--- config.mk ---
export PLATFORM = sky130hd
export DESIGN_NAME = core_top
export DESIGN_NICKNAME = d
export VERILOG_FILES = /design/src/hdl/core_pkg.sv /design/src/hdl/core_if.sv /design/src/hdl/fetch_unit.sv /design/src/hdl/decode_unit.sv /design/src/hdl/execute_unit.sv /design/src/hdl/result_unit.sv /design/src/hdl/core_top.sv
export SDC_FILE = /design/constraint.sdc
export NUM_CORES = 2
export LEC_CHECK = 0
export BUFFER_PORTS_ARGS = -buffer_cell sky130_fd_sc_hd__buf_2
export CORE_AREA = 2 2 417 419
export CTS_BUF_LIST = sky130_fd_sc_hd__clkbuf_4 sky130_fd_sc_hd__clkbuf_8
export DETAILED_ROUTE_END_ITERATION = 6
export DIE_AREA = 0 0 419 421
export SLEW_MARGIN = 20
export SYNTH_ARGS = -nofsm -noshare
export SYNTH_HDL_FRONTEND = slang
export SYNTH_HIERARCHICAL = 1
export SYNTH_SLANG_ARGS = --single-unit
--- constraint.sdc ---
create_clock -name clock -period 8.56 [get_ports clock]
set_input_delay 0.428 -clock clock [delete_from_list [all_inputs] [get_ports clock]]
set_output_delay 0.428 -clock clock [all_outputs]
set_load 0.05 [all_outputs]
--- src/hdl/core_pkg.sv ---
`default_nettype none

package core_pkg;

    // ------------------------------
    // Widths and constants
    // ------------------------------
    localparam int xlen = 32;
    localparam int reg_addr_width = 5;
    localparam int reg_count = 1 << reg_addr_width;

    localparam logic [xlen-1:0] reset_pc = 32'h3000_0000;

    // RV32I major opcodes in the subset
    localparam logic [6:0] opcode_reg = 7'b0110011;
    localparam logic [6:0] opcode_imm = 7'b0010011;
    localparam logic [6:0] opcode_lui = 7'b0110111;
    localparam logic [6:0] opcode_branch = 7'b1100011;
    localparam logic [6:0] opcode_jal = 7'b1101111;

    // ------------------------------
    // Operations and states
    // ------------------------------
    typedef enum logic [3:0] {
        op_add,
        op_sub,
        op_and,
        op_or,
        op_xor,
        op_addi,
        op_lui,
        op_beq,
        op_bne,
        op_jal,
        op_illegal
    } op_t;

    typedef enum logic [2:0] {
        fetch_addr,
        fetch_data,
        fetch_hold,
        fetch_wait_pc,
        fetch_fault
    } fetch_state_t;

    // Decoded instruction handed from decode to execute
    typedef struct packed {
        op_t                       op;
        logic [xlen-1:0]           pc;
        logic [xlen-1:0]           rs1_value;
        logic [xlen-1:0]           rs2_value;
        logic [xlen-1:0]           imm;
        logic [reg_addr_width-1:0] rd;
    } decoded_t;

endpackage

`default_nettype wire

--- src/hdl/core_if.sv ---
`timescale 1ns/1ps
`default_nettype none

// Instruction handoff from fetch to decode
interface fetch_decode_if;
    logic                        valid;
    logic                        ready;
    logic [core_pkg::xlen-1:0]   pc;
    logic [core_pkg::xlen-1:0]   inst;

    modport fetch (
        output valid,
        output pc,
        output inst,
        input  ready
    );

    modport decode (
        input  valid,
        input  pc,
        input  inst,
        output ready
    );
endinterface

// Decoded operation from decode to execute
interface decode_execute_if;
    logic                        valid;
    logic                        ready;
    core_pkg::decoded_t          payload;

    modport master (
        output valid,
        output payload,
        input  ready
    );

    modport slave (
        input  valid,
        input  payload,
        output ready
    );
endinterface

`default_nettype wire

--- src/hdl/fetch_unit.sv ---
`timescale 1ns/1ps
`default_nettype none

module fetch_unit (
    input  wire logic                        clock,
    input  wire logic                        reset,

    // Redirect from execute
    input  wire logic                        next_pc_valid,
    input  wire logic [core_pkg::xlen-1:0]   next_pc,

    // AXI4 read address channel
    output logic                             arvalid,
    input  wire logic                        arready,
    output logic [core_pkg::xlen-1:0]        araddr,

    // AXI4 read data channel
    input  wire logic                        rvalid,
    input  wire logic [core_pkg::xlen-1:0]   rdata,
    input  wire logic [1:0]                  rresp,
    output logic                             rready,

    output logic                             fetch_fault,

    fetch_decode_if.fetch                    fd
);

    core_pkg::fetch_state_t     state;
    logic [core_pkg::xlen-1:0]  pc;
    logic [core_pkg::xlen-1:0]  inst;

    // ------------------------------
    // Fetch FSM
    // ------------------------------
    always_ff @(posedge clock) begin
        if (reset) begin
            state <= core_pkg::fetch_addr;
            pc <= core_pkg::reset_pc;
        end else begin
            case (state)
                core_pkg::fetch_addr: begin
                    if (arready) begin
                        state <= core_pkg::fetch_data;
                    end
                end
                core_pkg::fetch_data: begin
                    // Any non-OKAY response stops the core for good
                    if (rvalid) begin
                        if (rresp != 2'b00) begin
                            state <= core_pkg::fetch_fault;
                        end else begin
                            state <= core_pkg::fetch_hold;
                        end
                    end
                end
                core_pkg::fetch_hold: begin
                    if (fd.ready) begin
                        state <= core_pkg::fetch_wait_pc;
                    end
                end
                core_pkg::fetch_wait_pc: begin
                    // Pc only moves once execute knows the target
                    if (next_pc_valid) begin
                        pc <= next_pc;
                        state <= core_pkg::fetch_addr;
                    end
                end
                core_pkg::fetch_fault: begin
                    state <= core_pkg::fetch_fault;
                end
                default: begin
                    state <= core_pkg::fetch_fault;
                end
            endcase
        end
    end

    // Instruction word captured on the read beat
    always_ff @(posedge clock) begin
        if (state == core_pkg::fetch_data && rvalid) begin
            inst <= rdata;
        end
    end

    // ------------------------------
    // Outputs
    // ------------------------------
    assign arvalid = (state == core_pkg::fetch_addr);
    assign araddr = pc;
    assign rready = (state == core_pkg::fetch_data);
    assign fetch_fault = (state == core_pkg::fetch_fault);

    // Held stable until decode takes it
    assign fd.valid = (state == core_pkg::fetch_hold);
    assign fd.pc = pc;
    assign fd.inst = inst;

endmodule

`default_nettype wire

--- src/hdl/decode_unit.sv ---
`timescale 1ns/1ps
`default_nettype none

module decode_unit (
    input  wire logic                                  clock,
    input  wire logic                                  reset,

    fetch_decode_if.decode                             fd,
    decode_execute_if.master                           de,

    // Register file write port
    input  wire logic                                  wb_valid,
    input  wire logic [core_pkg::reg_addr_width-1:0]   wb_rd,
    input  wire logic [core_pkg::xlen-1:0]             wb_data
);

    logic [core_pkg::xlen-1:0]            regs [core_pkg::reg_count];

    logic [6:0]                           opcode;
    logic [2:0]                           funct3;
    logic [6:0]                           funct7;
    logic [core_pkg::reg_addr_width-1:0]  rs1;
    logic [core_pkg::reg_addr_width-1:0]  rs2;
    logic [core_pkg::xlen-1:0]            rs1_value;
    logic [core_pkg::xlen-1:0]            rs2_value;
    core_pkg::decoded_t                   decoded;

    assign opcode = fd.inst[6:0];
    assign funct3 = fd.inst[14:12];
    assign funct7 = fd.inst[31:25];
    assign rs1 = fd.inst[19:15];
    assign rs2 = fd.inst[24:20];

    // x0 always reads as zero
    assign rs1_value = (rs1 == '0) ? '0 : regs[rs1];
    assign rs2_value = (rs2 == '0) ? '0 : regs[rs2];

    // ------------------------------
    // Field decode and immediates
    // ------------------------------
    always_comb begin
        decoded.op = core_pkg::op_illegal;
        decoded.pc = fd.pc;
        decoded.rs1_value = rs1_value;
        decoded.rs2_value = rs2_value;
        decoded.imm = '0;
        decoded.rd = fd.inst[11:7];
        case (opcode)
            core_pkg::opcode_reg: begin
                if (funct3 == 3'b000 && funct7 == 7'b0000000) begin
                    decoded.op = core_pkg::op_add;
                end else if (funct3 == 3'b000 && funct7 == 7'b0100000) begin
                    decoded.op = core_pkg::op_sub;
                end else if (funct3 == 3'b111 && funct7 == 7'b0000000) begin
                    decoded.op = core_pkg::op_and;
                end else if (funct3 == 3'b110 && funct7 == 7'b0000000) begin
                    decoded.op = core_pkg::op_or;
                end else if (funct3 == 3'b100 && funct7 == 7'b0000000) begin
                    decoded.op = core_pkg::op_xor;
                end
            end
            core_pkg::opcode_imm: begin
                if (funct3 == 3'b000) begin
                    decoded.op = core_pkg::op_addi;
                end
                decoded.imm = {{20{fd.inst[31]}}, fd.inst[31:20]};
            end
            core_pkg::opcode_lui: begin
                decoded.op = core_pkg::op_lui;
                decoded.imm = {fd.inst[31:12], 12'b0};
            end
            core_pkg::opcode_branch: begin
                if (funct3 == 3'b000) begin
                    decoded.op = core_pkg::op_beq;
                end else if (funct3 == 3'b001) begin
                    decoded.op = core_pkg::op_bne;
                end
                decoded.imm = {{19{fd.inst[31]}}, fd.inst[31], fd.inst[7],
                               fd.inst[30:25], fd.inst[11:8], 1'b0};
            end
            core_pkg::opcode_jal: begin
                decoded.op = core_pkg::op_jal;
                decoded.imm = {{11{fd.inst[31]}}, fd.inst[31], fd.inst[19:12],
                               fd.inst[20], fd.inst[30:21], 1'b0};
            end
            default: begin
                decoded.op = core_pkg::op_illegal;
            end
        endcase
        // Unknown encodings become a no-op
        if (decoded.op == core_pkg::op_illegal) begin
            decoded.rd = '0;
        end
    end

    assign fd.ready = !de.valid || de.ready;

    // ------------------------------
    // Output register and file write
    // ------------------------------
    always_ff @(posedge clock) begin
        if (reset) begin
            de.valid <= 1'b0;
        end else if (fd.valid && fd.ready) begin
            de.valid <= 1'b1;
        end else if (de.ready) begin
            de.valid <= 1'b0;
        end
    end

    always_ff @(posedge clock) begin
        if (fd.valid && fd.ready) begin
            de.payload <= decoded;
        end
    end

    always_ff @(posedge clock) begin
        if (wb_valid && wb_rd != '0) begin
            regs[wb_rd] <= wb_data;
        end
    end

endmodule

`default_nettype wire

--- src/hdl/execute_unit.sv ---
`timescale 1ns/1ps
`default_nettype none

module execute_unit (
    input  wire logic                             clock,
    input  wire logic                             reset,

    decode_execute_if.slave                       de,

    // Redirect to fetch
    output logic                                  next_pc_valid,
    output logic [core_pkg::xlen-1:0]             next_pc,

    // Result stage
    output logic                                  wb_valid,
    output logic [core_pkg::xlen-1:0]             wb_pc,
    output logic [core_pkg::reg_addr_width-1:0]   wb_rd,
    output logic [core_pkg::xlen-1:0]             wb_data
);

    core_pkg::decoded_t                   op_in;
    logic [core_pkg::xlen-1:0]            pc_plus4;
    logic [core_pkg::xlen-1:0]            jump_target;
    logic [core_pkg::xlen-1:0]            alu_result;
    logic [core_pkg::xlen-1:0]            target;
    logic [core_pkg::reg_addr_width-1:0]  rd;

    assign op_in = de.payload;
    assign pc_plus4 = op_in.pc + 32'd4;
    assign jump_target = op_in.pc + op_in.imm;

    // ------------------------------
    // ALU and branch resolution
    // ------------------------------
    always_comb begin
        alu_result = '0;
        target = pc_plus4;
        rd = op_in.rd;
        case (op_in.op)
            core_pkg::op_add:  alu_result = op_in.rs1_value + op_in.rs2_value;
            core_pkg::op_sub:  alu_result = op_in.rs1_value - op_in.rs2_value;
            core_pkg::op_and:  alu_result = op_in.rs1_value & op_in.rs2_value;
            core_pkg::op_or:   alu_result = op_in.rs1_value | op_in.rs2_value;
            core_pkg::op_xor:  alu_result = op_in.rs1_value ^ op_in.rs2_value;
            core_pkg::op_addi: alu_result = op_in.rs1_value + op_in.imm;
            core_pkg::op_lui:  alu_result = op_in.imm;
            core_pkg::op_beq: begin
                rd = '0;
                if (op_in.rs1_value == op_in.rs2_value) begin
                    target = jump_target;
                end
            end
            core_pkg::op_bne: begin
                rd = '0;
                if (op_in.rs1_value != op_in.rs2_value) begin
                    target = jump_target;
                end
            end
            core_pkg::op_jal: begin
                // Link value goes to rd
                alu_result = pc_plus4;
                target = jump_target;
            end
            default: begin
                rd = '0;
            end
        endcase
    end

    // Result stage never stalls, so neither does execute
    assign de.ready = 1'b1;

    always_ff @(posedge clock) begin
        if (reset) begin
            next_pc_valid <= 1'b0;
            wb_valid <= 1'b0;
        end else begin
            next_pc_valid <= de.valid && de.ready;
            wb_valid <= de.valid && de.ready;
        end
    end

    always_ff @(posedge clock) begin
        if (de.valid && de.ready) begin
            next_pc <= target;
            wb_pc <= op_in.pc;
            wb_rd <= rd;
            wb_data <= alu_result;
        end
    end

endmodule

`default_nettype wire

--- src/hdl/result_unit.sv ---
`timescale 1ns/1ps
`default_nettype none

module result_unit (
    input  wire logic                                  clock,
    input  wire logic                                  reset,

    input  wire logic                                  wb_valid,
    input  wire logic [core_pkg::xlen-1:0]             wb_pc,
    input  wire logic [core_pkg::reg_addr_width-1:0]   wb_rd,
    input  wire logic [core_pkg::xlen-1:0]             wb_data,

    // Register file write
    output logic                                       rf_we,
    output logic [core_pkg::reg_addr_width-1:0]        rf_rd,
    output logic [core_pkg::xlen-1:0]                  rf_data,

    // Retire record
    output logic                                       retire_valid,
    output logic [core_pkg::xlen-1:0]                  retire_pc,
    output logic [core_pkg::reg_addr_width-1:0]        retire_rd,
    output logic [core_pkg::xlen-1:0]                  retire_data
);

    always_ff @(posedge clock) begin
        if (reset) begin
            retire_valid <= 1'b0;
            rf_we <= 1'b0;
        end else begin
            retire_valid <= wb_valid;
            rf_we <= wb_valid && (wb_rd != '0);
        end
    end

    always_ff @(posedge clock) begin
        if (wb_valid) begin
            retire_pc <= wb_pc;
            retire_rd <= wb_rd;
            retire_data <= wb_data;
        end
    end

    // Write port shares the retire registers
    assign rf_rd = retire_rd;
    assign rf_data = retire_data;

endmodule

`default_nettype wire

--- src/hdl/core_top.sv ---
`timescale 1ns/1ps
`default_nettype none

module core_top (
    input  wire logic                                  clock,
    input  wire logic                                  reset,

    // AXI4 read channels
    output logic                                       arvalid,
    input  wire logic                                  arready,
    output logic [core_pkg::xlen-1:0]                  araddr,
    input  wire logic                                  rvalid,
    output logic                                       rready,
    input  wire logic [core_pkg::xlen-1:0]             rdata,
    input  wire logic [1:0]                            rresp,

    output logic                                       fetch_fault,

    // Retire record
    output logic                                       retire_valid,
    output logic [core_pkg::xlen-1:0]                  retire_pc,
    output logic [core_pkg::reg_addr_width-1:0]        retire_rd,
    output logic [core_pkg::xlen-1:0]                  retire_data
);

    logic                                  next_pc_valid;
    logic [core_pkg::xlen-1:0]             next_pc;
    logic                                  wb_valid;
    logic [core_pkg::xlen-1:0]             wb_pc;
    logic [core_pkg::reg_addr_width-1:0]   wb_rd;
    logic [core_pkg::xlen-1:0]             wb_data;
    logic                                  rf_we;
    logic [core_pkg::reg_addr_width-1:0]   rf_rd;
    logic [core_pkg::xlen-1:0]             rf_data;

    fetch_decode_if   fd_bus ();
    decode_execute_if de_bus ();

    fetch_unit i_fetch (
        .clock         (clock),
        .reset         (reset),
        .next_pc_valid (next_pc_valid),
        .next_pc       (next_pc),
        .arvalid       (arvalid),
        .arready       (arready),
        .araddr        (araddr),
        .rvalid        (rvalid),
        .rdata         (rdata),
        .rresp         (rresp),
        .rready        (rready),
        .fetch_fault   (fetch_fault),
        .fd            (fd_bus.fetch)
    );

    decode_unit i_decode (
        .clock    (clock),
        .reset    (reset),
        .fd       (fd_bus.decode),
        .de       (de_bus.master),
        .wb_valid (rf_we),
        .wb_rd    (rf_rd),
        .wb_data  (rf_data)
    );

    execute_unit i_execute (
        .clock         (clock),
        .reset         (reset),
        .de            (de_bus.slave),
        .next_pc_valid (next_pc_valid),
        .next_pc       (next_pc),
        .wb_valid      (wb_valid),
        .wb_pc         (wb_pc),
        .wb_rd         (wb_rd),
        .wb_data       (wb_data)
    );

    result_unit i_result (
        .clock        (clock),
        .reset        (reset),
        .wb_valid     (wb_valid),
        .wb_pc        (wb_pc),
        .wb_rd        (wb_rd),
        .wb_data      (wb_data),
        .rf_we        (rf_we),
        .rf_rd        (rf_rd),
        .rf_data      (rf_data),
        .retire_valid (retire_valid),
        .retire_pc    (retire_pc),
        .retire_rd    (retire_rd),
        .retire_data  (retire_data)
    );

endmodule

`default_nettype wire

; Word level (Yosys, flattened, before mapping)
; Memory sizes are Yosys's and may differ from the RTL's. A register that Yosys moved wholly into a read port is not among the register bits.
; Index checks and enable logic that the tools add are counted.
; Widths: inputs -> output; s select.
[totals]
mem_count = 1
input_bits = 38
output_inout_bits = 105
regBits = 314
elab_cells = 98
ram_bits = 1024
[classes]
addsub = 5
n_reduce_logical = 20
mux = 22
n_eq_ne = 29
bitwise = 3
[memory_table]
columns = memory, depth, width, read_ports, rd_clocked_by_memory_dff, wr, line
row1 = i_decode.regs, 32, 32, 2, 2, 1, decode_unit.sv:17  ; logic [core_pkg::xlen-1:0] regs [core_pkg::reg_count];
[op_table]
columns = cell, count
row1 = $pmux 32 s8, 1
row2 = $pmux 32 s4, 1
row3 = $add 32x32->32, 3
row4 = $pmux 32 s3, 1
row5 = $mux 32, 2
row6 = $add 32x3->32 const B, 1
row7 = $and 32x32->32, 1
row8 = $eq 32x32->1, 1
row9 = $ne 32x32->1, 1
row10 = $or 32x32->32, 1
row11 = $sub 32x32->32, 1
row12 = $xor 32x32->32, 1
row13 = $mux 4, 7
row14 = $eq 7x6->1 const B, 3
row15 = $pmux 4 s5, 1
row16 = $eq 4x3->1 const B, 4
row17 = $eq 7x7->1 const B, 2
row18 = $eq 3x3->1 const B, 4
row19 = $eq 4x4->1 const B, 3
row20 = $mux 3, 4
row21 = $pmux 3 s4, 1
row22 = $logic_not 5->1, 2
row23 = $reduce_bool 5->1, 2
row24 = $eq 4x2->1 const B, 2
row25 = 16 further kinds, 29

; Depth between registers and ports, before layout
[depth]
word_depth = 9
mapped_depth = 18
ltp_nobuf = 17

; By module
; The synthesis kept the hierarchy.
[modules_own_cells]
columns = mod, n_inst, seq_area_each_um2, area_each_um2, cells_each
row1 = decode_unit, 1, 34883.5, 52023.6, 2640
row2 = execute_unit, 1, 3052.9, 11497.3, 1373
row3 = fetch_unit, 1, 1661.6, 2625.0, 233
row4 = result_unit, 1, 2112.0, 2411.1, 111

; Least setup slack after synthesis
; OpenSTA, ideal clock, no wires.
[synth_path]
path_type = register to register
startpoint = reg i_fetch.state[0]
endpoint = reg i_decode/de.payload[0] (netlist name)
setup_ps = 511
required_ps = 8049
slack_ps = 4215
path_stages_with_launch = 4
period_less_slack_ps = 4345
path_buffers = 1
arrival_time_ps = 3833
path_cell_list = dfxtp_1 -> buf_4 -> nor3_1 -> and2_1
[synth_via]
elab_chain_cells = 1
[synth_rtl]
columns = element, line
row1 = from (decl), fetch_unit.sv:28  ; core_pkg::fetch_state_t state;
row2 = from (signal assigned), fetch_unit.sv:37  ; state <= core_pkg::fetch_addr;
row3 = from (signal assigned), fetch_unit.sv:43  ; state <= core_pkg::fetch_data;
row4 = from (signal assigned), fetch_unit.sv:50  ; state <= core_pkg::fetch_fault;
row5 = $eq 3x2->1, fetch_unit.sv:94  ; assign fd.valid = (state == core_pkg::fetch_hold);
row6 = via fd_bus.valid, core_if.sv:6  ; logic valid;
; The timed path passes the listed nets, and every way through them passes these cells.
; A chain may end at the register's enable or synchronous reset.

; Worst setup path after layout
[layout_path]
startpoint = reg i_decode/de.payload[136] (netlist name)
endpoint = reg i_execute/wb_data[26] (netlist bit), data pin
[layout_via]
elab_chain_cells = 2
elab_cells_between_ends = 9
cone_classes = 7 x eq/ne / 1 x mux / 1 x reduce/logical
[layout_rtl]
columns = element, line
row1 = "$eq 4x4->1, or another cell as far along", execute_unit.sv:39  ; case (op_in.op)
row2 = $pmux 32 s8 *, execute_unit.sv:39
row3 = via i_execute.alu_result (one bit), execute_unit.sv:24  ; logic [core_pkg::xlen-1:0] alu_result;
row4 = to (signal assigned), execute_unit.sv:88  ; wb_data <= alu_result;
row5 = to (decl), execute_unit.sv:18  ; output logic [core_pkg::xlen-1:0] wb_data
; Mark *: on every way through the listed nets, which the timed path passes. The rest lies on a longest branch.

==> flow_summary.yaml <==
die:
  start_util_pct: 39.7
  coreArea_mm2: 0.172
  ios: 143
  die_area_mm2: 0.176
  die_h_um: 421
  fp-row-count: 153
  chipWidth_um: 419
detailed_routing:
  dr.first_iter.drc_count: 5688
  top_layer_used: "met4"
  vias: 42856
  wire_per_inst_um: 29.8
  routed-wl-met3_mm: 20.3
  drtAntennaViolNets: 0
  firstDrtPassIters: 7
  drc: 1
  dr_wl_met2_mm: 97.9
  wl_met1_mm: 84.9
  drt_wl_total_mm: 211
  vias_per_cell: 6.05
power_and_ir_drop:
  clock_power_share_pct: 39.1
  power.total_mw: 14.9
  peakVddDrop_mv: 0.160
  comb_power_share_pct: 9.9
  p_int_mw: 11.2
  leakagePower_nw: 25.8
  power.share.sequential_pct: 51.0
  p_per_area_mw_per_mm2: 194
  p_sw_mw: 3.70
  switching_share_pct: 24.9
sta:
  hold_violations: 0
  timing.fmax_mhz: 193
  slew_headroom_pct: 23.0
  rsz0062_at_grt: "no"
  fin_crit_sh_pct: 60.4
  setup_viol: 0
  slew_violations: 0
  fin_skew_ns: 0.0556
  tns_ns: 0
  fin_crit_ns: 5.17
  worstMarginPinSlew_ns: 1.15
cells_and_area:
  fillCellCount: 15063
  syn_to_final_growth_pct: 12.0
  multiInputGateArea_mm2: 0.0250
  nets: 4775
  regArea_mm2: 0.0417
  drive_above_1_share_pct: 25.2
  final_area_mm2: 0.0768
placement:
  dpl_cell_area_mm2: 0.0717
  port_buffers: 142
  place_congestion: 0.962
  hpwl_mm: 126
synth:
  synth.distinct_cells: 89
  synthSimpleGateAreaFrac_pct: 4.74
  synth_ff_type: "edfxtp_1"
  yosys.area.top_type_share_pct: 59.7
  ys_seq_elements: 1402
  synth_fa_ha_area_share_pct: 3.10
  synth_xor_area_share_pct: 1.30
  yosys_warnings: 6
  synth_compound_area_share_pct: 8.47
  synth_area_mm2: 0.0686
  synthMuxAreaShare_pct: 18.2
  syn_area_per_cell_um2: 15.7
  yosys.area.top_type: "edfxtp_1"
  synth.area.top_cells: "edfxtp_1, mux4_2, ha_1"
  synth_cells: 4357
  yosysSeqAreaShare_pct: 60.8
  synth_top_family_by_area: "multiplexers"
  synth_edf_count: 1363
  async_flop_share_pct: 0
worst_hold_path:
  worstHoldPathType: "input port to flop"
  hp-start: "reset"
clocking:
  clock-root-buffer: "clkbuf_8"
  insertion_delay_ns: 0.98
  cts_made_buffers: 225
  cts.reportedPaths.clkPinSlew_ns: 0.07
  cts.path.max_buffers: 3
  ctsHtreeMaxLevel: 4
  clock-sinks: 1402
  tritoncts: "built"
  cts.repair.resized: 0
worst_setup_path:
  critPathMaxFanout: 44
  end_kind: "flop"
  reg2reg_from: "i_decode/de.payload[136]"
  crit_start: "i_decode/de.payload[136]"
  crit_path_start_kind: "flop"
  critPathArrivalTime_ns: 5.86
  crit_required_ns: 9.25
  critPathKind: "flop to flop"
status:
  violations: "DRC"
  status: "finished with violations"
global_route:
  grt_pass1_vias: 41865
  overflow: 0
  grt_pass1_wl_mm: 298
  antenna_found_initial: 10
  grt_use_total_pct: 23.6
  grt_max_degree: 99
run:
  maxCapViolCount: 0
-- path summary, 6_finish.rpt --
| kind | to | slack, ns | depth (start not counted) |
|---|---|---|---|
| worst max register to register | i_execute/wb_data[26] | 3.39 | 17 |
| worst min register to register | i_result/retire_pc[14] | 0.41 | 0 |
| worst max-delay path | i_execute/wb_data[26] | 3.39 | 17 |
| worst min-delay path | i_fetch/araddr[2] | 0.11 | 2 |
-- through the flow --
stage	instances	hold slack (ns)	util, %	worst slack (ns)
CTS	7068	0.0266	44.4	3.44
global placement	6612	0.401	41.5	3.43
finish	7088	0.106	44.5	3.39
global route	7086	0.0815	44.5	3.04
floorplan	4388	0.400	-	4.22
detailed placement	6614	0.405	41.5	3.46
-- worst max-delay path, stage by stage, from the launching register on --
cell      delay (ns)
edfxtp_1        0.52
nand2b_1        0.33
nor2_4          0.45
buf_4           0.48
nand2_1         0.09
o21ai_0         0.08
ha_1            0.19
inv_1           0.06
fa_1            0.43
nor2b_1         0.20
o211ai_1        0.15
a31oi_2         0.31
a311oi_1        0.20
or4_1           0.67
o21ai_1         0.26
xor2_1          0.09
a221oi_1        0.25
o21ai_0         0.12
-- area by class of cell --
cell class | count | area share (%)
flip-flops and latches | 1402 | 54.3
multi-input cells | 2535 | 32.6
clock buffers | 291 | 4.72
well taps | 2325 | 3.79
repair buffers | 299 | 2.90
clock inverters | 124 | 1.14
inverters | 106 | 0.518
diodes | 6 | 0.0196
-- flip-flops by register name, indices dropped and copies added (netlist names), 32 cells and up --
signal                count
i_decode/de.payload     137
i_decode/regs          1024
i_execute/next_pc        32
i_execute/wb_data        32
i_execute/wb_pc          32
i_fetch/araddr           32
i_fetch/fd.inst          32
i_result/retire_data     32
i_result/retire_pc       32
-- logic make-up (layout without fill, tap and decap cells) --
family                   count (synthesis)  in the layout
XOR/XNOR                               102            102
AND/OR/NAND/NOR                        672            672
other                                    2             39
flip-flops                            1402           1402
buffers and inverters                  451            820
multiplexers                           682            682
adder cells (fa/ha/maj)                168            168
AO/OA/AOI/OAI                          878            878
-- layer usage --
metal,GRT usage (%),vias up
met5,0,-
met4,9.62,0
met3,4.47,394
met2,36.9,2373
met1,32.5,22125
li1,-,17964
-- power groups by stage --
stage	clock, mW	sequential, mW	combinational [mW]
after floorplan	0	7.69	1.03
after global placement	0	7.73	1.43
after detailed placement	0	7.73	1.43
after CTS	5.91	7.59	1.45
after global routing	6.22	7.59	1.55
final	5.82	7.59	1.47
-- synthesized netlist by cell type (all sizes together), types with 20 or more instances --
library cell     n
a21oi          250
nor2b           56
edfxtp        1363
o31ai           42
dfxtp           39
o22ai           66
nor3            33
mux2i          190
nand2          201
o211ai          30
xor2            50
a22oi           75
clkbuf         136
o221ai          27
mux2            44
and3            20
mux4           448
inv            106
xnor2           52
a221oi          22
nand3           45
a22o            21
nand2b          20
buf            209
a211oi          65
a21boi          26
a21o            44
nor2           186
ha             165
o21ai          125
nand4           20
-- cells in the final DEF, fill, tap and decap left out, types with 44 or more instances in the layout --
cell,instances
edfxtp_1,1363
mux4_2,448
a21oi_1,234
clkbuf_8,230
nand2_1,198
mux2i_1,190
ha_1,165
nor2_1,150
buf_2,142
o21ai_0,110
inv_1,106
buf_4,93
a22oi_1,75
o22ai_1,66
a211oi_1,64
clkbuf_4,61
clkinv_1,57
nor2b_1,54
xnor2_1,52
xor2_1,50
nand3_1,45
a21o_1,44
-- timing repair --
item / in CTS / in global routing
setup endpoints to repair: 0 / 0
hold buffers: 39 / 0
buffers inserted: 0 / 0
hold endpoints to repair: 35 / 0
(Power assumes the default switching activity.)
